`src/tq_pkg.sv`:
```
package tq_pkg;

        // ##########################################################################
        // Widths
        // ##########################################################################
        localparam int LANES    = 8;
        localparam int COEF_W   = 16;
        localparam int QP_W     = 6;            // Legal qp is 0..51
        localparam int SIZE_W   = 2;
        localparam int IDX_W    = 5;            // 32-row coefficient buffer
        localparam int SCALE_W  = 16;
        localparam int SHIFT_W  = 5;
        localparam int OFFSET_W = 24;
        localparam int ROW_W    = LANES * COEF_W;

        // ##########################################################################
        // Quantizer constants
        // ##########################################################################
        localparam logic [SHIFT_W-1:0] Q_SHIFT_BASE = 5'd14;   // Plus qp/6
        localparam logic [SHIFT_W-1:0] OFFSET_FRAC  = 5'd9;    // Offsets in 1/512
        localparam int                 DQ_SHIFT     = 6;

        // Indexed by qp mod 6
        localparam logic [SCALE_W-1:0] QUANT_SCALE [6] = '{
                16'd26214, 16'd23302, 16'd20560, 16'd18396, 16'd16384, 16'd14564
        };
        localparam logic [SCALE_W-1:0] DEQUANT_SCALE [6] = '{
                16'd40, 16'd45, 16'd51, 16'd57, 16'd64, 16'd72
        };

        localparam logic [OFFSET_W-1:0] OFFSET_INTRA = 24'd171;
        localparam logic [OFFSET_W-1:0] OFFSET_INTER = 24'd85;

        // Rows per block of 4, 8, 16 or 32
        function automatic logic [IDX_W:0] size_rows(input logic [SIZE_W-1:0] size);
                return 6'd4 << size;
        endfunction

        // Buffer index step of 8, 4, 2 or 1
        function automatic logic [IDX_W-1:0] size_step(input logic [SIZE_W-1:0] size);
                return 5'd8 >> size;
        endfunction

endpackage

```
`src/tq_quant_lane.sv`:
```
`timescale 1ns/1ps

module tq_quant_lane (
        input  logic                                 clk,
        input  logic                                 rst,
        input  logic                                 i_pipe_en,
        input  logic signed [tq_pkg::COEF_W-1:0]     i_coef,
        input  logic        [tq_pkg::SCALE_W-1:0]    i_scale,
        input  logic        [tq_pkg::SHIFT_W-1:0]    i_shift,
        input  logic        [tq_pkg::OFFSET_W-1:0]   i_offset,
        input  logic                                 i_inverse,
        output logic signed [tq_pkg::COEF_W-1:0]     o_coef
);

        // ##########################################################################
        // Forward quantization
        // ##########################################################################
        logic                                                 coef_neg;
        logic signed [tq_pkg::COEF_W:0]                       coef_ext;
        logic        [tq_pkg::COEF_W:0]                       mag;
        logic        [tq_pkg::COEF_W+tq_pkg::SCALE_W+1:0]     q_sum;
        logic        [tq_pkg::COEF_W+tq_pkg::SCALE_W+1:0]     q_shr;
        logic        [tq_pkg::COEF_W-2:0]                     q_mag;
        logic signed [tq_pkg::COEF_W-1:0]                     q_res;

        assign coef_neg = i_coef[tq_pkg::COEF_W-1];
        assign coef_ext = {i_coef[tq_pkg::COEF_W-1], i_coef};
        assign mag      = coef_neg ? -coef_ext : coef_ext;     // 17 bits so -32768 fits

        always_comb
        begin
                q_sum = mag * i_scale + i_offset;
                q_shr = q_sum >> i_shift;
                if (|q_shr[tq_pkg::COEF_W+tq_pkg::SCALE_W+1:tq_pkg::COEF_W-1])
                        q_mag = '1;                             // Saturate at 32767
                else
                        q_mag = q_shr[tq_pkg::COEF_W-2:0];
                q_res = coef_neg ? -$signed({1'b0, q_mag}) : $signed({1'b0, q_mag});
        end

        // ##########################################################################
        // Dequantization
        // ##########################################################################
        logic signed [2*tq_pkg::COEF_W+tq_pkg::SCALE_W-1:0]   dq_acc;
        logic signed [2*tq_pkg::COEF_W+tq_pkg::SCALE_W-1:0]   dq_rnd;
        logic signed [tq_pkg::COEF_W-1:0]                     dq_res;

        always_comb
        begin
                dq_acc = (i_coef * $signed({1'b0, i_scale})) <<< i_shift;
                dq_rnd = (dq_acc + (1 <<< (tq_pkg::DQ_SHIFT - 1))) >>> tq_pkg::DQ_SHIFT;
                if (dq_rnd > 32767)
                        dq_res = 16'sh7fff;
                else if (dq_rnd < -32768)
                        dq_res = -16'sh8000;
                else
                        dq_res = dq_rnd[tq_pkg::COEF_W-1:0];
        end

        // Stage 2 register
        always_ff @(posedge clk or negedge rst)
        begin
                if (!rst)
                        o_coef <= '0;
                else if (i_pipe_en)
                        o_coef <= i_inverse ? dq_res : q_res;
        end

endmodule

```
`config.mk`:
```
export PLATFORM = sky130hd
export DESIGN_NAME = tq_quant_lane
export DESIGN_NICKNAME = d
export VERILOG_FILES = /design/src/tq_pkg.sv /design/src/tq_quant_lane.sv
export SDC_FILE = /design/constraint.sdc
export NUM_CORES = 2
export LEC_CHECK = 0
export BUFFER_PORTS_ARGS = -buffer_cell sky130_fd_sc_hd__buf_4
export CAP_MARGIN = 10
export CELL_PAD_IN_SITES_DETAIL_PLACEMENT = 1
export CELL_PAD_IN_SITES_GLOBAL_PLACEMENT = 1
export CORE_MARGIN = 4
export CORE_UTILIZATION = 54
export DETAILED_ROUTE_END_ITERATION = 16
export PLACE_DENSITY = 0.95
export SLEW_MARGIN = 40
export SYNTH_ARGS = -nofsm -noshare
export SYNTH_HDL_FRONTEND = slang
export SYNTH_SLANG_ARGS = --single-unit
```
`constraint.sdc`:
```
create_clock -name clk -period 1 [get_ports clk]
set_input_delay 0.05 -clock clk [delete_from_list [all_inputs] [get_ports clk]]
set_output_delay 0.05 -clock clk [all_outputs]
set_load 0.05 [all_outputs]
```
==> results of run 1 <==
## kinds of logic after synthesis
kind of cell               after synthesis  share of synthesized area
AOI/OAI and AO/OA                      780                     0.1983
xor gates and xnor gates                78                    0.02456
adders and majority gates              663                     0.4090
buffers and inverters                  727                    0.09829
DFF                                     16                    0.01424
muxes                                   75                    0.03502
other                                    2                  0.0002671
and+or+nand+nor                       1266                     0.2203
## through the flow
| stage | setup WS, ns | area, um^2 |
|---|---|---|
| global placement | -8.729 | 36450 |
| floorplan | -8.183 | 29100 |
==> reports/metrics.cfg, run 1 <==
[yosys]
synth_cells=3607
synth_area_leaders=fa_1, ha_1, inv_1
yosysSeqAreaShare=0.01424
synth_top_area_frac=0.3040
yosysWarnings=0
ys_top_cells_by_count=inv_1, nand2_1, fa_1, ha_1, and2_1
synth-main-ff-cell=dfrtp_1
postSynthAreaPerCell_um2=7.796
yosysTopAreaCell=fa_1
ys_ff_latch=16
syn-cell-area_mm2=0.02812
ys_types=111
synth_edf_count=0
ys_async_sr_fraction=1.000

[die]
die-height_um=236.2
ios=81
start_util=0.5470
fp.dieW_um=236.2
rows=83

[placement]
gp_congestion=1.083
placement.io_buffers=80
place_hpwl_mm=153.5

[run_status]
lastStage=detailed placement (3_5_place_dp)
status=aborted with a tool error
stop_error=[ERROR DPL-0033] detailed placement checks failed during check placement.

==> run 2: changes to the inputs <==
--- a/config.mk
+++ b/config.mk
@@ -7,12 +7,10 @@
 export LEC_CHECK = 0
 export BUFFER_PORTS_ARGS = -buffer_cell sky130_fd_sc_hd__buf_4
 export CAP_MARGIN = 10
-export CELL_PAD_IN_SITES_DETAIL_PLACEMENT = 1
-export CELL_PAD_IN_SITES_GLOBAL_PLACEMENT = 1
 export CORE_MARGIN = 4
-export CORE_UTILIZATION = 54
+export CORE_UTILIZATION = 40
 export DETAILED_ROUTE_END_ITERATION = 16
-export PLACE_DENSITY = 0.95
+export PLACE_DENSITY_LB_ADDON = 0.15
 export SLEW_MARGIN = 40
 export SYNTH_ARGS = -nofsm -noshare
 export SYNTH_HDL_FRONTEND = slang
==> run 2 against run 1 <==
The flow now finishes, with violations (negative setup slack). Area after synthesis unchanged. Synthesized cell count unchanged.
==> reports/metrics.cfg, run 2 <==
[grt]
grt_usage=0.2915
grt_max_degree=35
grt_pass1_wl_mm=174.5
grt_pass1_vias=30890
antenna_found_initial=2
grt-ovfl-total=0

[sta]
period_share=9.274
holdWs_ns=0.1154
fin_crit_ns=9.274
tightest_slew_ns=0.6964
setup_viol_count_final=16
timing.final.ws_setup_ns=-8.274
rsz0062_at_grt=true
fmax_mhz=107.8
tns_ns=-128.32
hold_viol=0
drv_slew=0
maxSlewHeadroom=0.5330
clock_skew_ns=0

[layout]
final_layout_size_suffix_gt1_frac=0.3397
fill_cells=6536
largestRegisters=o_coef: 16 flops
final_cell_mix=buf_4, inv_1, nand2_1, fa_1, and2_1
nNetsFinal=5200
area_growth_pct=40.68
mostFrequentLayoutCell=buf_4
regMostFlops=o_coef
largest_reg_flops=16

[yosys]
yosysTopAreaCell=fa_1
syn-cell-area_mm2=0.02812  ; unchanged
synth_edf_count=0  ; unchanged
ys_ff_latch=16  ; unchanged
ys_types=111  ; unchanged
synth_area_leaders=fa_1, ha_1, inv_1
synth_cells=3607  ; unchanged
synth-main-ff-cell=dfrtp_1
postSynthAreaPerCell_um2=7.796  ; unchanged
yosysSeqAreaShare=0.01424  ; unchanged
ys_top_cells_by_count=inv_1, nand2_1, fa_1, ha_1, and2_1
yosysWarnings=0  ; unchanged
synth_top_area_frac=0.3040  ; unchanged
ys_async_sr_fraction=1.000  ; unchanged

[cts]
cts_tree=yes
clk_latency_ns=0.24
cts.clk_slew.worst_paths_ns=0.05
cts_root_buffer=clkbuf_16
cts_buffers=3
cts_max_path_buffers=2
htree_levels=1
cts_num_sinks=16

[die]
fp.dieW_um=273.1  ; +16%
core_mm2=0.06919
ios=81  ; unchanged
rows=96  ; +16%
die-height_um=273.1  ; +16%
start_util=0.4064  ; -0.1406
dieArea_mm2=0.07461

[placement]
place_hpwl_mm=91.17  ; -41%
gp_congestion=0.9917  ; -8.4%
placement.io_buffers=80  ; unchanged

[critical_path]
arrival_ns=9.45
slowest_delay_ns=0.53
cp.required_ns=1.17
crit_fanout=8
r2r-start=o_coef[13]
reg2reg_slack_ns=0.21
cp_slowest_cell=fa_1
cp-start-kind=primary input
crit_path_frequent_cell=fa_1
r2r-end=o_coef[13]
reg2regPathDepth=2
end_kind=flop
crit_type=primary input to flop

[routing]
wl_mm=110.6
drc=0
wl_per_cell_um=20.47
dr.pass1.iters=6
drt_first_iter_violations=2359
vias=30340
via_per_inst=5.616
ant_nets=0

[run_status]
status=finished, violations left
violations=negative setup slack

[min_path]
min_to=o_coef[15]
hold_class=primary input to flop
hold_start=i_pipe_en
hold_path_depth=2

[flow_run]
maxCapViolCount=0

[run 2: worst max path at each step]
stage                 endpoint      start  cells after the start
floorplan           o_coef[10]  i_coef[3]                     42
global placement    o_coef[10]  i_coef[4]                     37
detailed placement  o_coef[10]  i_coef[4]                     36
CTS                 o_coef[10]  i_coef[4]                     40
global route        o_coef[12]  i_coef[2]                     44
finish              o_coef[12]  i_coef[2]                     44
[run 2: layer usage]
layer	up-vias	routed length (um)	GRT usage
met4	2	4014	0.08428
met1	15010	50150	0.4213
li1	14000	-	-
met3	226	6327	0.02371
met5	-	12	0
met2	1104	50100	0.4679
[run 2: metrics by stage]
step	setup slack [ns]	utilization	instance area, um^2	std cells
after floorplan	-8.183	-	29100	3622
after global placement	-8.637	0.5331	36880	5322
after detailed placement	-8.707	0.5332	36890	5322
after CTS	-8.143	0.5479	37910	5349
after global routing	-8.597	0.5718	39560	5403
final	-8.274	0.5718	39560	5403
[run 2: area by class of cell]
| cell class | instances | area (um^2) | area share |
|---|---|---|---|
| sequential | 16 | 401.6 | 0.01015 |
| multi-input combinational | 2880 | 27490 | 0.6950 |
| antenna | 1 | 2.502 | 0.00006326 |
| tap | 931 | 1165 | 0.02945 |
| clock buffer | 4 | 88.84 | 0.002246 |
| timing repair buffer | 1079 | 8561 | 0.2164 |
| inverter | 492 | 1847 | 0.04669 |
[run 2: timing repair]
| action | 4_1_cts | 5_1_grt |
|---|---|---|
| setup buffers | 20 | 54 |
| setup endpoints to repair | 17 | 17 |
| pin swaps | 45 | 192 |
| hold endpoints to repair | 16 | 0 |
| resized for setup | 149 | 259 |
| hold buffers | 1 | 0 |
| cloned | 2 | 1 |
[run 2: cells by family (layout without fill, tap and decap cells)]
family                     Yosys count  in the layout  synth area share
adders and majority gates          663            663            0.4090
xor gates and xnor gates            78             78           0.02456
AOI/OAI and AO/OA                  780            781            0.1983
muxes                               75             75           0.03502
other                                2             18         0.0002671
and+or+nand+nor                   1266           1266            0.2203
DFF                                 16             16           0.01424
buffers and inverters              727           1575           0.09829
[run 2: worst max-delay path, delay by kind of cell]
kind / cells / cell delay [ns]
xor+xnor: 2 / 0.29
buf+inv: 11 / 1.47
mux: 1 / 0.31
fa+ha+maj: 8 / 3.50
simple gates: 14 / 2.43
compound gates: 8 / 1.36
Power of run 2 is left out: the tool's default activity adds up to more than one toggle a clock period on the data nets, which glitch-free logic cannot reach.
