<file path="config.mk">
export PLATFORM = sky130hd
export DESIGN_NAME = tq_row_dispatch
export DESIGN_NICKNAME = d
export VERILOG_FILES = /design/src/tq_pkg.sv /design/src/tq_row_dispatch.sv
export SDC_FILE = /design/constraint.sdc
export NUM_CORES = 1
export LEC_CHECK = 0
export BUFFER_PORTS_ARGS = -buffer_cell sky130_fd_sc_hd__buf_2
export CORE_UTILIZATION = 23
export CTS_BUF_LIST = sky130_fd_sc_hd__clkbuf_4 sky130_fd_sc_hd__clkbuf_8
export DETAILED_ROUTE_END_ITERATION = 8
export SYNTH_ARGS = -nofsm -noshare
export SYNTH_HDL_FRONTEND = slang
export SYNTH_SLANG_ARGS = --single-unit
</file>
<file path="constraint.sdc">
create_clock -name clk -period 2.2 [get_ports clk]
set_clock_uncertainty 0.1 [all_clocks]
set_input_delay 0.11 -clock clk [delete_from_list [all_inputs] [get_ports clk]]
set_output_delay 0.11 -clock clk [all_outputs]
set_load 0.02 [all_outputs]
</file>
<file path="src/tq_pkg.sv">
package tq_pkg;

        // ##########################################################################
        // Widths
        // ##########################################################################
        localparam int LANES    = 8;
        localparam int COEF_W   = 16;
        localparam int QP_W     = 6;            // Legal qp is 0..51
        localparam int SIZE_W   = 2;
        localparam int IDX_W    = 5;            // 32-row coefficient buffer
        localparam int SCALE_W  = 16;
        localparam int SHIFT_W  = 5;
        localparam int OFFSET_W = 24;
        localparam int ROW_W    = LANES * COEF_W;

        // ##########################################################################
        // Quantizer constants
        // ##########################################################################
        localparam logic [SHIFT_W-1:0] Q_SHIFT_BASE = 5'd14;   // Plus qp/6
        localparam logic [SHIFT_W-1:0] OFFSET_FRAC  = 5'd9;    // Offsets in 1/512
        localparam int                 DQ_SHIFT     = 6;

        // Indexed by qp mod 6
        localparam logic [SCALE_W-1:0] QUANT_SCALE [6] = '{
                16'd26214, 16'd23302, 16'd20560, 16'd18396, 16'd16384, 16'd14564
        };
        localparam logic [SCALE_W-1:0] DEQUANT_SCALE [6] = '{
                16'd40, 16'd45, 16'd51, 16'd57, 16'd64, 16'd72
        };

        localparam logic [OFFSET_W-1:0] OFFSET_INTRA = 24'd171;
        localparam logic [OFFSET_W-1:0] OFFSET_INTER = 24'd85;

        // Rows per block of 4, 8, 16 or 32
        function automatic logic [IDX_W:0] size_rows(input logic [SIZE_W-1:0] size);
                return 6'd4 << size;
        endfunction

        // Buffer index step of 8, 4, 2 or 1
        function automatic logic [IDX_W-1:0] size_step(input logic [SIZE_W-1:0] size);
                return 5'd8 >> size;
        endfunction

endpackage

</file>
<file path="src/tq_row_dispatch.sv">
`timescale 1ns/1ps

module tq_row_dispatch (
        input  logic                          clk,
        input  logic                          rst,
        input  logic                          i_pipe_en,
        input  logic                          i_valid,
        input  logic [tq_pkg::ROW_W-1:0]      i_data,
        input  logic [tq_pkg::QP_W-1:0]       i_qp,
        input  logic                          i_intra,
        input  logic                          i_inverse,
        input  logic [tq_pkg::SIZE_W-1:0]     i_size,
        output logic                          o_valid,
        output logic [tq_pkg::ROW_W-1:0]      o_data,
        output logic [tq_pkg::SCALE_W-1:0]    o_scale,
        output logic [tq_pkg::SHIFT_W-1:0]    o_shift,
        output logic [tq_pkg::OFFSET_W-1:0]   o_offset,
        output logic                          o_inverse,
        output logic [tq_pkg::SIZE_W-1:0]     o_size
);

        logic [3:0]                    qp_div;
        logic [2:0]                    qp_mod;
        logic [tq_pkg::SHIFT_W-1:0]    fwd_shift;
        logic [tq_pkg::OFFSET_W-1:0]   fwd_offset;

        // One qp decode per row shared by all lanes
        assign qp_div    = 4'(i_qp / 6'd6);
        assign qp_mod    = 3'(i_qp % 6'd6);
        assign fwd_shift = tq_pkg::Q_SHIFT_BASE + {1'b0, qp_div};

        always_comb
        begin
                if (i_intra)
                        fwd_offset = tq_pkg::OFFSET_INTRA << (fwd_shift - tq_pkg::OFFSET_FRAC);
                else
                        fwd_offset = tq_pkg::OFFSET_INTER << (fwd_shift - tq_pkg::OFFSET_FRAC);
        end

        always_ff @(posedge clk or negedge rst)
        begin
                if (!rst)
                begin
                        o_valid   <= 1'b0;
                        o_data    <= '0;
                        o_scale   <= '0;
                        o_shift   <= '0;
                        o_offset  <= '0;
                        o_inverse <= 1'b0;
                        o_size    <= '0;
                end
                else if (i_pipe_en)
                begin
                        o_valid   <= i_valid;
                        o_data    <= i_data;
                        o_inverse <= i_inverse;
                        o_size    <= i_size;
                        if (i_inverse)
                        begin
                                o_scale  <= tq_pkg::DEQUANT_SCALE[qp_mod];
                                o_shift  <= {1'b0, qp_div};     // Left shift for dequant
                                o_offset <= '0;
                        end
                        else
                        begin
                                o_scale  <= tq_pkg::QUANT_SCALE[qp_mod];
                                o_shift  <= fwd_shift;
                                o_offset <= fwd_offset;
                        end
                end
        end

endmodule

</file>
* Word level (Yosys, flattened, before mapping) *
Memory sizes are Yosys's and may differ from the RTL's.
Cells that the tools add are included.

operators by class
  add/subtract/negate cells = 2
  divide/modulo/power cells = 2
  order comparisons = 1
  shift-type cells = 2
  multiplexer cells = 8
  bitwise logic cells = 1

operator list
  cell                                                                number
  16-bit 2-to-1 mux                                                   5
  24-bit 2-to-1 mux                                                   2
  7-bit by 5-bit left shift with 24-bit output, first input constant  1
  8-bit by 5-bit left shift with 24-bit output, first input constant  1
  6-bit by 3-bit divider with 6-bit output, second input constant     1
  6-bit by 3-bit modulo with 6-bit output, second input constant      1
  4-bit by 4-bit adder with 5-bit output, first input constant        1
  5-bit 2-to-1 mux                                                    1
  5-bit by 4-bit subtractor with 5-bit output, second input constant  1
  4-bit >= comparator, second input constant                          1
  3-bit inverter with 4-bit output                                    1

word-level totals
  bits in registers = 177
  memory bits (read-only) = 256
  input port bits = 142
  output and inout port bits = 177
  memories = 2

memory list
  memory           words  bits a word  read ports  clocked after memory_dff  write ports  line                   source
  (no name shown)  8      16           1           0                         0            tq_row_dispatch.sv:66  o_scale <= tq_pkg::QUANT_SCALE[qp_mod];
  (no name shown)  8      16           1           0                         0            tq_row_dispatch.sv:60  o_scale <= tq_pkg::DEQUANT_SCALE[qp_mod];

* Longest topological paths before layout *
  word-level depth = 6
  mapped depth = 16
  mapped depth without buffers = 14

* Worst setup path before layout *
OpenSTA, ideal clock, no wires.

  kind = input port to flip-flop
  from = input port i_qp[0] (netlist name)
  to = register o_offset[17] (netlist name)
  library setup time = 126 ps
  arrival time = 3406 ps
  slack = -1432 ps
  cell stages on the path = 14
  path through = buf_6 -> or4b_4 -> o21ai_1 -> o21ai_0 -> a22oi_1 -> o311ai_0 -> ha_1 -> nand2b_1 -> nand2_1 -> mux2_2 -> o211ai_1 -> clkbuf_1 -> nor2_1 -> a221o_1

between the ends
  longest elaborated chain between the ends = 6
  elaborated cells on any way between the ends = 7

ends and longest elaborated chain
  what                                                                                                                 line                                          source
  start: declaration                                                                                                   tq_row_dispatch.sv:9                          input logic [tq_pkg::QP_W-1:0] i_qp,
  6-bit by 3-bit divider with 6-bit output *                                                                           tq_row_dispatch.sv:28                         assign qp_div = 4'(i_qp / 6'd6);
  4-bit by 4-bit adder with 5-bit output *                                                                             tq_row_dispatch.sv:30                         assign fwd_shift = tq_pkg::Q_SHIFT_BASE + {1'b0, qp_div};
  5-bit by 4-bit subtractor with 5-bit output *                                                                        tq_row_dispatch.sv:35, tq_row_dispatch.sv:37
  8-bit by 5-bit left shift with 24-bit output / 7-bit by 5-bit left shift with 24-bit output (equally long branches)  tq_row_dispatch.sv:35, tq_row_dispatch.sv:37
  24-bit 2-to-1 mux *                                                                                                  tq_row_dispatch.sv:34                         if (i_intra)
  24-bit 2-to-1 mux *                                                                                                  tq_row_dispatch.sv:58                         if (i_inverse)
  end signal: assignment                                                                                               tq_row_dispatch.sv:68                         o_offset <= fwd_offset;
  end: declaration                                                                                                     tq_row_dispatch.sv:17                         output logic [tq_pkg::OFFSET_W-1:0] o_offset,

Every way passes the cells marked *; elsewhere a longest branch is shown, timed or not.
A chain may end at the register's enable or synchronous reset.

* Worst setup path after layout *
  from = input port i_qp[4] (netlist name)
  to = register o_offset[19] (netlist name)

The elaborated chain is that of the path after synthesis.

==> flow_metrics.tcl <==
set metrics [dict create \
    outcome "finished, violations left" \
    violations "setup timing" \
    arrival_ns 2.98 \
    synth_nets 729 \
    gp_congestion 0.838 \
    worstSetupPathType "in -> reg" \
    critPathLaunchType "input port" \
    num_rows 66 \
    grt_max_degree 90 \
    cts.path.max_buffers 2 \
    synth_top_area_frac 0.571 \
    peakVddDrop_mv 0.606 \
    fin_crit_sh 1.23 \
    fillers 3104 \
    post-route-drc-count 0 \
    p_leak_nw 6.06 \
    start_util 0.235 \
    p_per_area_nw_per_um2 722 \
    cts_tree "built" \
    yosysWarnings 0 \
    synth_largest_area_cell "dfrtp_1" \
    routed_wl_um 24700 \
    finalSetupViolCount 38 \
    power_mw 9.43 \
    crit_slowest_cell "or4b_4" \
    finalNonFillerCells 1572 \
    cp_slowest_stage_delay_ns 0.48 \
    antenna_found_initial 0 \
    layout.nets 1272 \
    drive_gt1_frac 0.609 \
    slew_headroom 0.642 \
    async_reset_ff_frac 1.00 \
    synth_edf_count 0 \
    worst_pin_slew_ns 0.536 \
    cap_violations 0 \
    dp_cells 1379 \
    netlist_area_um2 7710 \
    area_growth_pct 69.5 \
    finalHoldViolCount 0 \
    die_area_um2 34300 \
    vias 6749 \
    required_ns 2.47 \
    synth_area_leaders "dfrtp_1 (57%), mux2_2 (20%), ha_1 (2.1%)" \
    rsz0062_at_grt "true" \
    hold_class "in -> reg" \
    core_area_um2 32800 \
    max_freq_mhz 369 \
    io_pins 319 \
    multi_input_area_um2 3650 \
    ant_nets 0 \
    clk_latency_ns 0.47 \
    synth-main-ff-cell "dfrtp_1" \
    setup_ws_ns -0.513 \
    die_h_um 185 \
    end_kind "register" \
    avgSynthCellArea_um2 13.4 \
    avgViaCountPerCell 4.29 \
    root_buffer "clkbuf_8" \
    die_x_um 185 \
    yosysMostFrequentCell "dfrtp_1" \
    clkTransAtPathRegs_ns 0.10 \
    hpwl_um 16100 \
    grt_first_pass_wirelength_um 37500 \
    grtUsageTotal 0.143 \
    grt_remaining_overflow 0 \
    io_buffer_count 317 \
    ys_top_cells_by_count "dfrtp_1 (176), mux2_2 (137), clkbuf_1 (28), nand2_1 (28), inv_1 (17)" \
    seqCellArea_um2 4400 \
    synth.distinct_cells 68 \
    numCtsBuffers 17 \
    numClockSinks 176 \
    num_antenna_cells 0 \
    grt_pass1_vias 7159 \
    crit_fanout 4 \
    synth-seq-cells 176 \
    ys_seq_area_frac 0.571 \
    h-tree-depth 4 \
    wl_per_cell_um 15.7 \
    slew_viol_final 0 \
    path_cells "buf_8 > ha_4 > or4b_4 > o21ai_4 > o21ai_4 > a22oi_2 > o311ai_4 > ha_4 > nand2b_4 > nand2b_1 > mux2_4 > o211ai_1 > buf_4 > nor2_4 > buf_4 > a221o_1" \
    dr.first_iter.drc_count 253 \
    postSynthCellCount 574 \
    dr.pass1.iters 4 \
    fin_crit_ns 2.71 \
]
cells by family (layout without fill, tap and decap cells):
family,count (synthesis),count (layout),share of synthesized area
AND/OR/NAND/NOR,92,92,0.0634
flip-flops,176,176,0.571
adder cells (fa/ha/maj),13,13,0.0211
XOR/XNOR,10,10,0.0152
multiplexers,140,140,0.204
other,1,1,0.000486
AO/OA/AOI/OAI,87,87,0.0939
buffers and inverters,55,611,0.0310
through the flow:
step           area [um^2]   util  worst slack (ns)  hold slack [ns]  setup TNS [ns]
2_1_floorplan         7830      -            -0.939           -0.286          -17.75
3_3_place_gp         10500  0.321             -1.03           0.0340          -29.97
3_5_place_dp         10500  0.321             -1.08           0.0269          -32.00
4_1_cts              12800  0.390            -0.439          0.00853           -9.49
5_1_grt              13100  0.399            -0.576           0.0242          -14.12
6_report             13100  0.399            -0.513           0.0387          -12.20
final timing paths:
path / depth (start not counted) / slack [ns] / startpoint / to
min in group asynchronous: 2 / 0.07 / rst / o_offset[8]
hold reg to reg: 1 / 0.38 / o_scale[14] / o_scale[14]
setup / recovery: 16 / -0.51 / i_qp[4] / o_offset[19]
max in group asynchronous: 3 / 1.21 / rst / o_data[11]
hold / removal: 3 / 0.04 / i_pipe_en / o_offset[23]
setup reg to reg: 2 / 1.17 / o_offset[14] / o_offset[14]
cell usage in the layout (no fill, tap or decap), types with 4 or more instances in the layout:
cell type,Yosys,layout
a21oi_1,10,8
a221o_1,5,5
buf_12,0,7
buf_2,2,311
buf_4,4,86
buf_6,2,19
clkbuf_8,0,18
clkinv_4,0,5
dfrtp_1,176,176
dlygate4sd3_1,0,133
ha_4,0,9
inv_1,17,13
inv_2,1,4
mux2_2,137,135
nand2_1,28,24
nand2b_1,9,7
nand3_1,8,7
nor2_1,14,8
nor2_2,0,4
nor3_1,11,9
o2bb2ai_2,0,9
o311ai_2,0,8
power breakdown:
group / internal [mW] / switching, mW / total (mW)
Combinational: 1.53 / 1.68 / 3.21
Sequential: 3.59 / 0.198 / 3.79
Clock: 1.16 / 1.28 / 2.43
Total: 6.28 / 3.15 / 9.43
final cells by class:
type                       instances  area share
clock inverter                    14      0.0140
multi-input combinational        343       0.279
inverter                          18     0.00536
timing repair buffer             561       0.304
sequential                       176       0.337
clock buffer                      18      0.0185
tap                              442      0.0423
timing repair:
action                                 4_1_cts  5_1_grt
endpoints found under the hold margin      312        0
buffers inserted                            19       12
resized for setup                           70       48
pin swaps                                   23       24
hold buffers                               133        0
gates cloned                                 2        0
setup endpoints to repair                   28       38
state kept, by name (all words and copies together) (netlist names):
| signal | count |
|---|---|
| o_data | 128 |
| o_offset | 24 |
| o_scale | 15 |
| o_shift | 5 |
| o_size | 2 |
| o_inverse | 1 |
| o_valid | 1 |
worst max-delay path, delay by kind of cell:
family	cells	cell delay, ns
buf+inv	3	0.39
compound gates	6	1.07
simple gates	4	0.69
fa+ha+maj	2	0.43
mux	1	0.27
routing by layer:
layer / GRT usage / up-vias / wire (um) / share of wire
met2: 0.243 / 240 / 12600 / 0.51
met4: 0.0552 / 0 / 531 / 0.021
met5: 0 / - / 0 / 0
met1: 0.162 / 3305 / 9910 / 0.40
met3: 0.0519 / 32 / 1700 / 0.069
li1: - / 3172 / - / -
No activity file was read; power rests on OpenSTA's default activity.
