==> src/tq_pkg.sv <==
package tq_pkg;

        // ##########################################################################
        // Widths
        // ##########################################################################
        localparam int LANES    = 8;
        localparam int COEF_W   = 16;
        localparam int QP_W     = 6;            // Legal qp is 0..51
        localparam int SIZE_W   = 2;
        localparam int IDX_W    = 5;            // 32-row coefficient buffer
        localparam int SCALE_W  = 16;
        localparam int SHIFT_W  = 5;
        localparam int OFFSET_W = 24;
        localparam int ROW_W    = LANES * COEF_W;

        // ##########################################################################
        // Quantizer constants
        // ##########################################################################
        localparam logic [SHIFT_W-1:0] Q_SHIFT_BASE = 5'd14;   // Plus qp/6
        localparam logic [SHIFT_W-1:0] OFFSET_FRAC  = 5'd9;    // Offsets in 1/512
        localparam int                 DQ_SHIFT     = 6;

        // Indexed by qp mod 6
        localparam logic [SCALE_W-1:0] QUANT_SCALE [6] = '{
                16'd26214, 16'd23302, 16'd20560, 16'd18396, 16'd16384, 16'd14564
        };
        localparam logic [SCALE_W-1:0] DEQUANT_SCALE [6] = '{
                16'd40, 16'd45, 16'd51, 16'd57, 16'd64, 16'd72
        };

        localparam logic [OFFSET_W-1:0] OFFSET_INTRA = 24'd171;
        localparam logic [OFFSET_W-1:0] OFFSET_INTER = 24'd85;

        // Rows per block of 4, 8, 16 or 32
        function automatic logic [IDX_W:0] size_rows(input logic [SIZE_W-1:0] size);
                return 6'd4 << size;
        endfunction

        // Buffer index step of 8, 4, 2 or 1
        function automatic logic [IDX_W-1:0] size_step(input logic [SIZE_W-1:0] size);
                return 5'd8 >> size;
        endfunction

endpackage

==> src/tq_row_collect.sv <==
`timescale 1ns/1ps

module tq_row_collect (
        input  logic                          clk,
        input  logic                          rst,
        input  logic                          i_ready,
        input  logic                          i_valid,
        input  logic [tq_pkg::SIZE_W-1:0]     i_size,
        input  logic [tq_pkg::ROW_W-1:0]      i_data,
        output logic                          o_pipe_en,
        output logic                          o_valid,
        output logic [tq_pkg::ROW_W-1:0]      o_data,
        output logic [tq_pkg::IDX_W-1:0]      o_idx,
        output logic                          o_last
);

        logic                          s2_valid;
        logic [tq_pkg::SIZE_W-1:0]     s2_size;
        logic [tq_pkg::IDX_W-1:0]      row_cnt;        // Row within current block
        logic [tq_pkg::IDX_W-1:0]      row_idx;
        logic                          row_last;

        // Whole pipe moves only when the output slot frees up
        assign o_pipe_en = !o_valid || i_ready;

        assign row_idx  = row_cnt * tq_pkg::size_step(s2_size);
        assign row_last = ({1'b0, row_cnt} == tq_pkg::size_rows(s2_size) - 1'b1);

        // ##########################################################################
        // Stage 2 control in step with the lane registers
        // ##########################################################################
        always_ff @(posedge clk or negedge rst)
        begin
                if (!rst)
                begin
                        s2_valid <= 1'b0;
                        s2_size  <= '0;
                end
                else if (o_pipe_en)
                begin
                        s2_valid <= i_valid;
                        s2_size  <= i_size;
                end
        end

        // ##########################################################################
        // Output register and block row counter
        // ##########################################################################
        always_ff @(posedge clk or negedge rst)
        begin
                if (!rst)
                begin
                        o_valid <= 1'b0;
                        o_data  <= '0;
                        o_idx   <= '0;
                        o_last  <= 1'b0;
                        row_cnt <= '0;
                end
                else if (o_pipe_en)
                begin
                        o_valid <= s2_valid;
                        o_last  <= s2_valid && row_last;
                        if (s2_valid)
                        begin
                                o_data <= i_data;
                                o_idx  <= row_idx;
                                if (row_last)
                                        row_cnt <= '0;          // Block done
                                else
                                        row_cnt <= row_cnt + 1'b1;
                        end
                end
        end

endmodule

==> config.mk <==
export PLATFORM = sky130hd
export DESIGN_NAME = tq_row_collect
export DESIGN_NICKNAME = d
export VERILOG_FILES = /design/src/tq_pkg.sv /design/src/tq_row_collect.sv
export SDC_FILE = /design/constraint.sdc
export NUM_CORES = 1
export LEC_CHECK = 0
export BUFFER_PORTS_ARGS = -buffer_cell sky130_fd_sc_hd__buf_4
export CORE_UTILIZATION = 50
export CTS_CLUSTER_DIAMETER = 100
export DETAILED_ROUTE_END_ITERATION = 8
export PLACE_DENSITY = 0.85
export SLEW_MARGIN = 25
export SYNTH_ARGS = -nofsm -noshare
export SYNTH_HDL_FRONTEND = slang
export SYNTH_SLANG_ARGS = --single-unit
export TNS_END_PERCENT = 100
==> constraint.sdc <==
create_clock -name clk -period 7.7 [get_ports clk]
set_input_delay 0.77 -clock clk [delete_from_list [all_inputs] [get_ports clk]]
set_output_delay 0.77 -clock clk [all_outputs]
set_load 0.01 [all_outputs]
# Word level (Yosys, flattened, before mapping)
# Cells that the tools add are included.
# word_totals
register_bits,143
output_inout_bits,136
word_cells,18
# op_classes
n_addsub,2
mul,1
n_eq_ne,1
shifts,2
mux,1
reduce_logical,4
# ops
op,n
5-bit by 6-bit equality test with 1-bit output,1
3-bit by 2-bit << shifter with 6-bit output (first input constant),1
6-bit by 1-bit subtractor with 6-bit output (second input constant),1
5-bit by 1-bit adder with 5-bit output (second input constant),1
5-bit by 5-bit multiplier with 5-bit output,1
5-bit two-way mux,1
4-bit by 2-bit >> shifter with 5-bit output (first input constant),1
2-bit AND reduction,1
1-bit logical AND,1
1-bit logical NOT,1
1-bit logical OR,1

# Longest topological paths before layout
# Gate-level depths: netlist of run 1.
# depth
ltp_word,4
ltp_mapped,12

# Least setup slack after synthesis of run 1
# Ideal clock, no wire load.
# synth_timing
kind,register to register
from,register s2_size[1] (netlist name)
to,register o_idx[4] (netlist name)
setup_time_ns,0.125
arrival_ns,3.071
t_required_ns,7.575
path_slack_ns,4.504
path_stages_with_launch,12
n_path_buf,1
synth_period_minus_slack_ns,3.196
cell_sequence,dfrtp_1 buf_2 nor3b_1 ha_1 ha_1 fa_1 inv_1 fa_1 xor2_1 xnor2_1 xnor3_1 mux2_4
# synth_between
elab_chain_cells,2
# synth_rtl
element,line_no,rtl
from (decl),tq_row_collect.sv:18,logic [tq_pkg::SIZE_W-1:0] s2_size;
from (signal assigned),tq_row_collect.sv:42,s2_size <= i_size;
4-bit by 2-bit >> shifter with 5-bit output,tq_pkg.sv:41,return 5'd8 >> size;
5-bit by 5-bit multiplier with 5-bit output,tq_row_collect.sv:26,assign row_idx = row_cnt * tq_pkg::size_step(s2_size);
to (signal assigned),tq_row_collect.sv:66,o_idx <= row_idx;
to (decl),tq_row_collect.sv:13,"output logic [tq_pkg::IDX_W-1:0] o_idx,"
# Every way passes these cells.
# A chain may end at the register's enable or synchronous reset.

# Worst setup path in the final report of run 1
# Ends and elaborated chain as after synthesis.

==> summary.md, run 1 <==
| Metric | Value |
|---|---|
| Detail Route Antenna Nets | `0` |
| Multi-input gate area | `0.002034 sq mm` |
| DRC viols | `0` |
| Worst slew pin tran | `940.7 ps` |
| CP Capture Point | `o_idx[4]` |
| Synth Area in Simple Gates | `29.40%` |
| Crit path arrival time | `3630 ps` |
| # Post-CTS Setup Buffers | `0` |
| CTS tree | `done` |
| Internal power | `1.782 mW` |
| Final wirelength | `14,150 um` |
| Final hold slack | `316.7 ps` |
| Sequential share of the synthesized area | `61.07%` |
| Hold Crit Class | `in2async` |
| Most frequent cell after synthesis | `nand2_1` |
| Period utilization | `43.39%` |
| CP Capture Type | `flip-flop` |
| Post-synthesis mux area share | `0.4271%` |
| I/O Buffers | `269` |
| N_diodes | `0` |
| Initial cell density of the core | `51.31%` |
| Post-synth EDFFs | `0` |
| Synth async-reset ratio | `100.0%` |
| Core area | `0.01142 sq mm` |
| Place WS | `4409 ps` |
| PD cells | `309.5 mW/mm^2` |
| Largest fanout on the critical path | `13` |
| Largest area contributor in the netlist | `dfrtp_1` |
| First-pass GRT wire length | `21,110 um` |
| Synth area leaders | `dfrtp_1 61%, nand2_1 26%, buf_6 2.1%` |
| Number of distinct library cells after synthesis | `34` |
| Final Hold Fails | `0` |
| Clock Path Buffers | `2` |
| Compound-Gate Fraction of Synth Area | `1.196%` |
| Root Driver | `clkbuf_16` |
| Net Sw Frac | `31.54%` |
| Worst Setup SP | `s2_size[1]` |
| Largest net degree at the start of global routing | `93` |
| Die Span Y | `110.3 um` |
| Dominant synthesized flop cell | `dfrtp_1` |
| DR WL/cell | `13.38 um` |
| Die area | `0.01216 sq mm` |
| # nets final | `1,046` |
| Post-cts resize count | `0` |
| Syn nets | `790` |
| Area Growth Syn to Fin | `43.54%` |
| Max-cap viol count | `0` |
| CTS H-Tree Depth | `4` |
| Fmax | `299.3 MHz` |
| FF-to-FF End | `o_idx[4]` |
| Ports | `270` |
| Vias | `4,970` |
| Layout cell share with drive strength beyond 1 | `33.92%` |
| VDD IR max | `169.1 uV` |
| WS Path Type | `reg2reg` |
| Post-synth top cells | `410 x nand2_1, 143 x dfrtp_1, 13 x buf_2` |
| Clock sink total | `143` |
| Syn_area_per_cell | `9.070 sq um` |
| Worst EP required | `7990 ps` |
| Reg power frac | `40.9%` |
| Synth Instances | `646` |
| Setup TNS | `0 ps` |
| Slew Viols, Final | `0` |
| Fill count | `867` |
| Clk pin slew, worst setup/hold paths | `60 ps` |
| Mapped Area | `0.005859 sq mm` |
| Final-report setup violation count | `0` |
| CTS Buf Count | `17` |
| Pleak | `4.772 nW` |
| First-pass iteration count of the detailed router | `5` |
| Final WS setup | `4359 ps` |
| Vias in the first global route | `4,500` |
| Rows | `39` |
| Startpoint Class | `flip-flop` |
| Initial antenna violation count | `0` |
| R2R cell count | `10` |
| Main combinational cell family by area after synthesis | `simple AND/OR/NAND/NOR gates` |
| Flop-to-flop setup slack | `4360 ps` |
| Final Critical Period | `3341 ps` |
| GPL Wtd Cong | `0.7970` |
| Overall Global Routing Usage | `22.77%` |
| Yosys top cell area share | `61.07%` |
| Register area | `0.003578 sq mm` |
| Unrepaired setup endpoints after global routing | `false` |
| Max_slew headroom | `37.28%` |
| Die X | `110.3 um` |
| Sw Pwr | `0.8211 mW` |
| Final HPWL DP | `9692 um` |
| Via/cell ratio | `4.702` |
| Iter 0 DRT Violations | `274` |
| Clk_skew | `9.344 ps` |
| Hold-fix buffers at CTS | `0` |
| Total gr overflow | `0` |
| Post-synthesis register bit count | `143` |
| Synth Area in Adders | `2.392%` |
| Comb pwr share | `29.8%` |
| Synth Area in XOR/XNOR | `1.132%` |
| Clk_lat worst skew | `410 ps` |
| Yosys warning count | `0` |
| Clock power frac | `29.3%` |
| Status | `finished clean` |
| R2R Path Start | `s2_size[1]` |
## routing by layer
layer | track usage [%] | share of wire, % | vias to the layer above
met4 | 10.62 | 2.8 | 0
met1 | 28.40 | 41 | 2284
met5 | 0 | 0 | -
met2 | 36.56 | 49 | 180
li1 | - | - | 2475
met3 | 6.643 | 7.5 | 31
## per-stage QoR
step                instances  power (mW)  instance area [sq um]  utilization (%)
floorplan                 646       1.441                   5859                -
global placement         1026       1.833                   7853            68.77
detailed placement       1026       1.858                   7853            68.77
CTS                      1057       2.629                   8407            73.62
global route             1057       2.760                   8411            73.66
finish                   1057       2.603                   8411            73.66
## critical path, cell delays in order, from the launching register on
cell and delay [ps]:
dfrtp_1 510, nor3b_1 250, ha_1 270, ha_1 310, fa_1 540, inv_1 60, fa_1 430, xor2_1 160
xnor2_1 190, xnor3_1 250, mux2_4 260
## worst min path at each step
stage,to,from,cells after the start
after global placement,o_data[73],o_data[73],2
after global routing,o_data[58],rst,1
after floorplan,o_data[0],rst,0
after detailed placement,o_data[99],o_data[99],2
after CTS,o_data[58],rst,1
final,o_data[58],rst,1
## layout by cell type (no fill, tap or decap), types with 2 or more instances in the layout
master	synthesis	routed
dfrtp_1	143	143
nand2b_1	2	2
a21oi_1	2	2
xnor2_1	3	3
clkbuf_16	0	17
o21ai_0	2	2
xor2_1	2	2
nor4b_1	2	2
and2_1	5	4
nand2_1	410	409
clkinv_2	0	2
fa_1	2	2
inv_6	0	3
o21ai_1	5	5
buf_4	3	270
inv_1	3	3
ha_1	8	8
and3_1	2	2
buf_6	11	2
clkinvlp_4	0	6
nor2_1	2	2
nand3_1	4	4
## area by class of cell
type	instances	share of cell area (%)
clock inverter	12	1.324
inverter	4	0.1785
sequential	143	42.55
clock buffer	19	5.266
tap	143	2.127
timing repair buffer	272	24.37
multi-input combinational	464	24.19
## sequential cells by signal, indices dropped and copies added, names as in the netlist
signal,flops
o_data,128
o_idx,5
o_last,1
o_valid,1
row_cnt,5
s2_size,2
s2_valid,1
## power by group through the flow
stage	registers, mW	logic [mW]	clock network (mW)
2_1_floorplan	1.15	0.295	0
3_3_place_gp	1.07	0.766	0
3_5_place_dp	1.07	0.786	0
4_1_cts	1.06	0.788	0.777
5_1_grt	1.09	0.860	0.807
6_report	1.06	0.776	0.763
## logic make-up after synthesis
kind of cell               Yosys count
and+or+nand+nor                    434
DFF                                143
buffers and inverters               39
AOI/OAI and AO/OA                   12
adders and majority gates           10
xor gates and xnor gates             6
muxes                                2
Note: power is estimated with default switching activity, not from simulation.
==> run 2: changes to the inputs <==
CORE_UTILIZATION = 47   (was 50)
PLACE_DENSITY = 0.8   (was 0.85)
clock period = 3.2 ns   (was 7.7 ns; I/O delays follow)
==> run 2 against run 1 <==
Against the previous run: combinational power rose to 2.6 times the previous value; global-route usage is 1.6 points higher; clock skew shrank 2.9 ps; clock-buffer cell count is 1 higher; final area increased by 3.1%; critical path type unchanged.
==> summary.md, run 2 (synthesized netlist as in run 1, its figures left out) <==
| Metric | Value |
|---|---|
| Status | `finished clean` |
| Die Span Y | `113.7 um` |
| Fill count | `906` |
| Via/cell ratio | `4.661` |
| CP Capture Type | `flip-flop` |
| First-pass iteration count of the detailed router | `6` |
| Total gr overflow | `0` |
| Fin cells | `1,095` |
| Final HPWL DP | `10,580 um` |
| Overall Global Routing Usage | `24.34%` |
| Clock sink total | `143` |
| # nets final | `1,058` |
| Initial cell density of the core | `48.58%` |
| Crit path arrival time | `3360 ps` |
| Area Growth Syn to Fin | `48.05%` |
| Layout cell share with drive strength beyond 1 | `34.95%` |
| Clk_lat worst skew | `420 ps` |
| Biggest regs | `o_data: 128 flops, o_idx: 5 flops, row_cnt: 5 flops` |
| Rows | `40` |
| Final Critical Period | `3058 ps` |
| N_diodes | `0` |
| Max-cap viol count | `0` |
| Final wirelength | `15,130 um` |
| Unrepaired setup endpoints after global routing | `false` |
| Max_slew headroom | `60.82%` |
| DRC viols | `0` |
| Met1 WL | `6115 um` |
| Detail Route Antenna Nets | `0` |
| PD cells | `773.3 mW/mm^2` |
| Root Driver | `clkbuf_16` |
| Largest fanout on the critical path | `10` |
| GPL Wtd Cong | `0.7657` |
| WS Path Type | `reg2reg` |
| CTS Buf Count | `17` |
| Final-report setup violation count | `0` |
| Period utilization | `95.56%` |
| Initial antenna violation count | `0` |
| CTS H-Tree Depth | `4` |
| Placed insts | `1,062` |
| Vias | `5,104` |
| Worst EP required | `3500 ps` |
| Finished Cell Area | `0.008675 sq mm` |
| Commonest non-fill, non-tap cell in the layout | `nand2_1` |
| Die area | `0.01292 sq mm` |
| Met3 wire len | `1094 um` |
| First-pass GRT wire length | `24,070 um` |
| Ports | `270` |
| Die X | `113.7 um` |
| Fmax | `327.0 MHz` |
| Clk pin slew, worst setup/hold paths | `60 ps` |
| Hold Crit Class | `in2reg` |
| Final Hold Fails | `0` |
| Metal2 WL | `7648 um` |
| Final Util | `71.92%` |
| Top layer in use | `met4` |
| Pleak | `4.896 nW` |
| Final Power | `6.708 mW` |
| Largest net degree at the start of global routing | `65` |
| Most frequent cells in the layout | `409 x nand2_1, 280 x buf_4, 142 x dfrtp_1` |
| VDD IR max | `420.8 uV` |
| Vias in the first global route | `5,022` |
| I/O Buffers | `269` |
| Max reg flops | `128` |
| Iter 0 DRT Violations | `311` |
| Slew Viols, Final | `0` |
| Clock Path Buffers | `2` |
| Setup TNS | `0 ps` |
| CTS tree | `done` |
| Cell Area, Placed | `0.007991 sq mm` |
| Worst slew pin tran | `587.7 ps` |
| Startpoint Class | `flip-flop` |
| Clk_skew | `6.418 ps` |
| DR WL/cell | `13.82 um` |
| Largest register by flop count | `o_data` |
| Core area | `0.01206 sq mm` |
[run 2: changes by cell type in the layout (fill, tap and decap cells not counted), sizes merged]
| cell | previous run | this run |
|---|---|---|
| buf | 272 | 283 |
| bufinv | 1 | 6 |
| clkinvlp | 6 | 2 |
| inv | 7 | 4 |
| clkinv | 2 | 4 |
| clkbuf | 19 | 20 |
| dlygate4sd3 | 0 | 1 |
[run 2: worst paths after layout]
| path | from | to | slack (ps) | cells past startpoint |
|---|---|---|---|---|
| setup / recovery | s2_size[0] | o_idx[4] | 140 | 11 |
| hold / removal | i_data[24] | o_data[24] | 90 | 3 |
| setup reg to reg | s2_size[0] | o_idx[4] | 140 | 11 |
| hold reg to reg | o_data[26] | o_data[26] | 470 | 2 |
| max in group asynchronous | rst | o_data[113] | 1920 | 3 |
| min in group asynchronous | rst | o_data[56] | 470 | 2 |
[run 2: area by class of cell]
type | instances | area [sq um] | share of cell area (%)
Sequential cell | 143 | 3580 | 41.27
Timing Repair Buffer | 284 | 2163 | 24.94
Multi-Input combinational cell | 464 | 2054 | 23.68
Clock buffer | 20 | 436.7 | 5.034
Clock inverter | 12 | 215.2 | 2.481
Tap cell | 168 | 210.2 | 2.423
Inverter | 4 | 15.01 | 0.1731
[run 2: layer usage]
layer / track usage [%] / vias to the layer above
met5: 0 / -
met4: 9.211 / 0
met3: 7.598 / 23
met2: 41.42 / 183
met1: 28.95 / 2392
li1: - / 2506
[run 2: power breakdown]
group	switching (mW)	internal, mW
logic	1.01	0.980
registers	0.266	2.27
clock network	0.726	1.45
[run 2: per-stage QoR]
step                      setup WS (ps)  hold WS [ps]
final                             142.1         88.04
after global routing              1.873         73.74
after CTS                         2.154         68.54
after detailed placement         -1.257         346.2
after global placement            100.1         341.5
after floorplan                   3.929         24.41
[run 2: repair_timing]
item | in CTS | in global routing
resized for setup | 0 | 4
hold buffers | 1 | 0
endpoints found under the hold margin | 62 | 0
endpoints found under the setup margin | 0 | 1
buffers inserted | 0 | 0
[run 2: worst max-delay path, cell delays in order (launching register included)]
cell,delay [ps]
dfrtp_1,400
buf_4,180
nor2b_1,150
and2_1,190
ha_4,220
fa_1,540
inv_1,60
fa_2,380
xor2_1,180
xnor2_1,170
xnor3_1,230
mux2_4,260
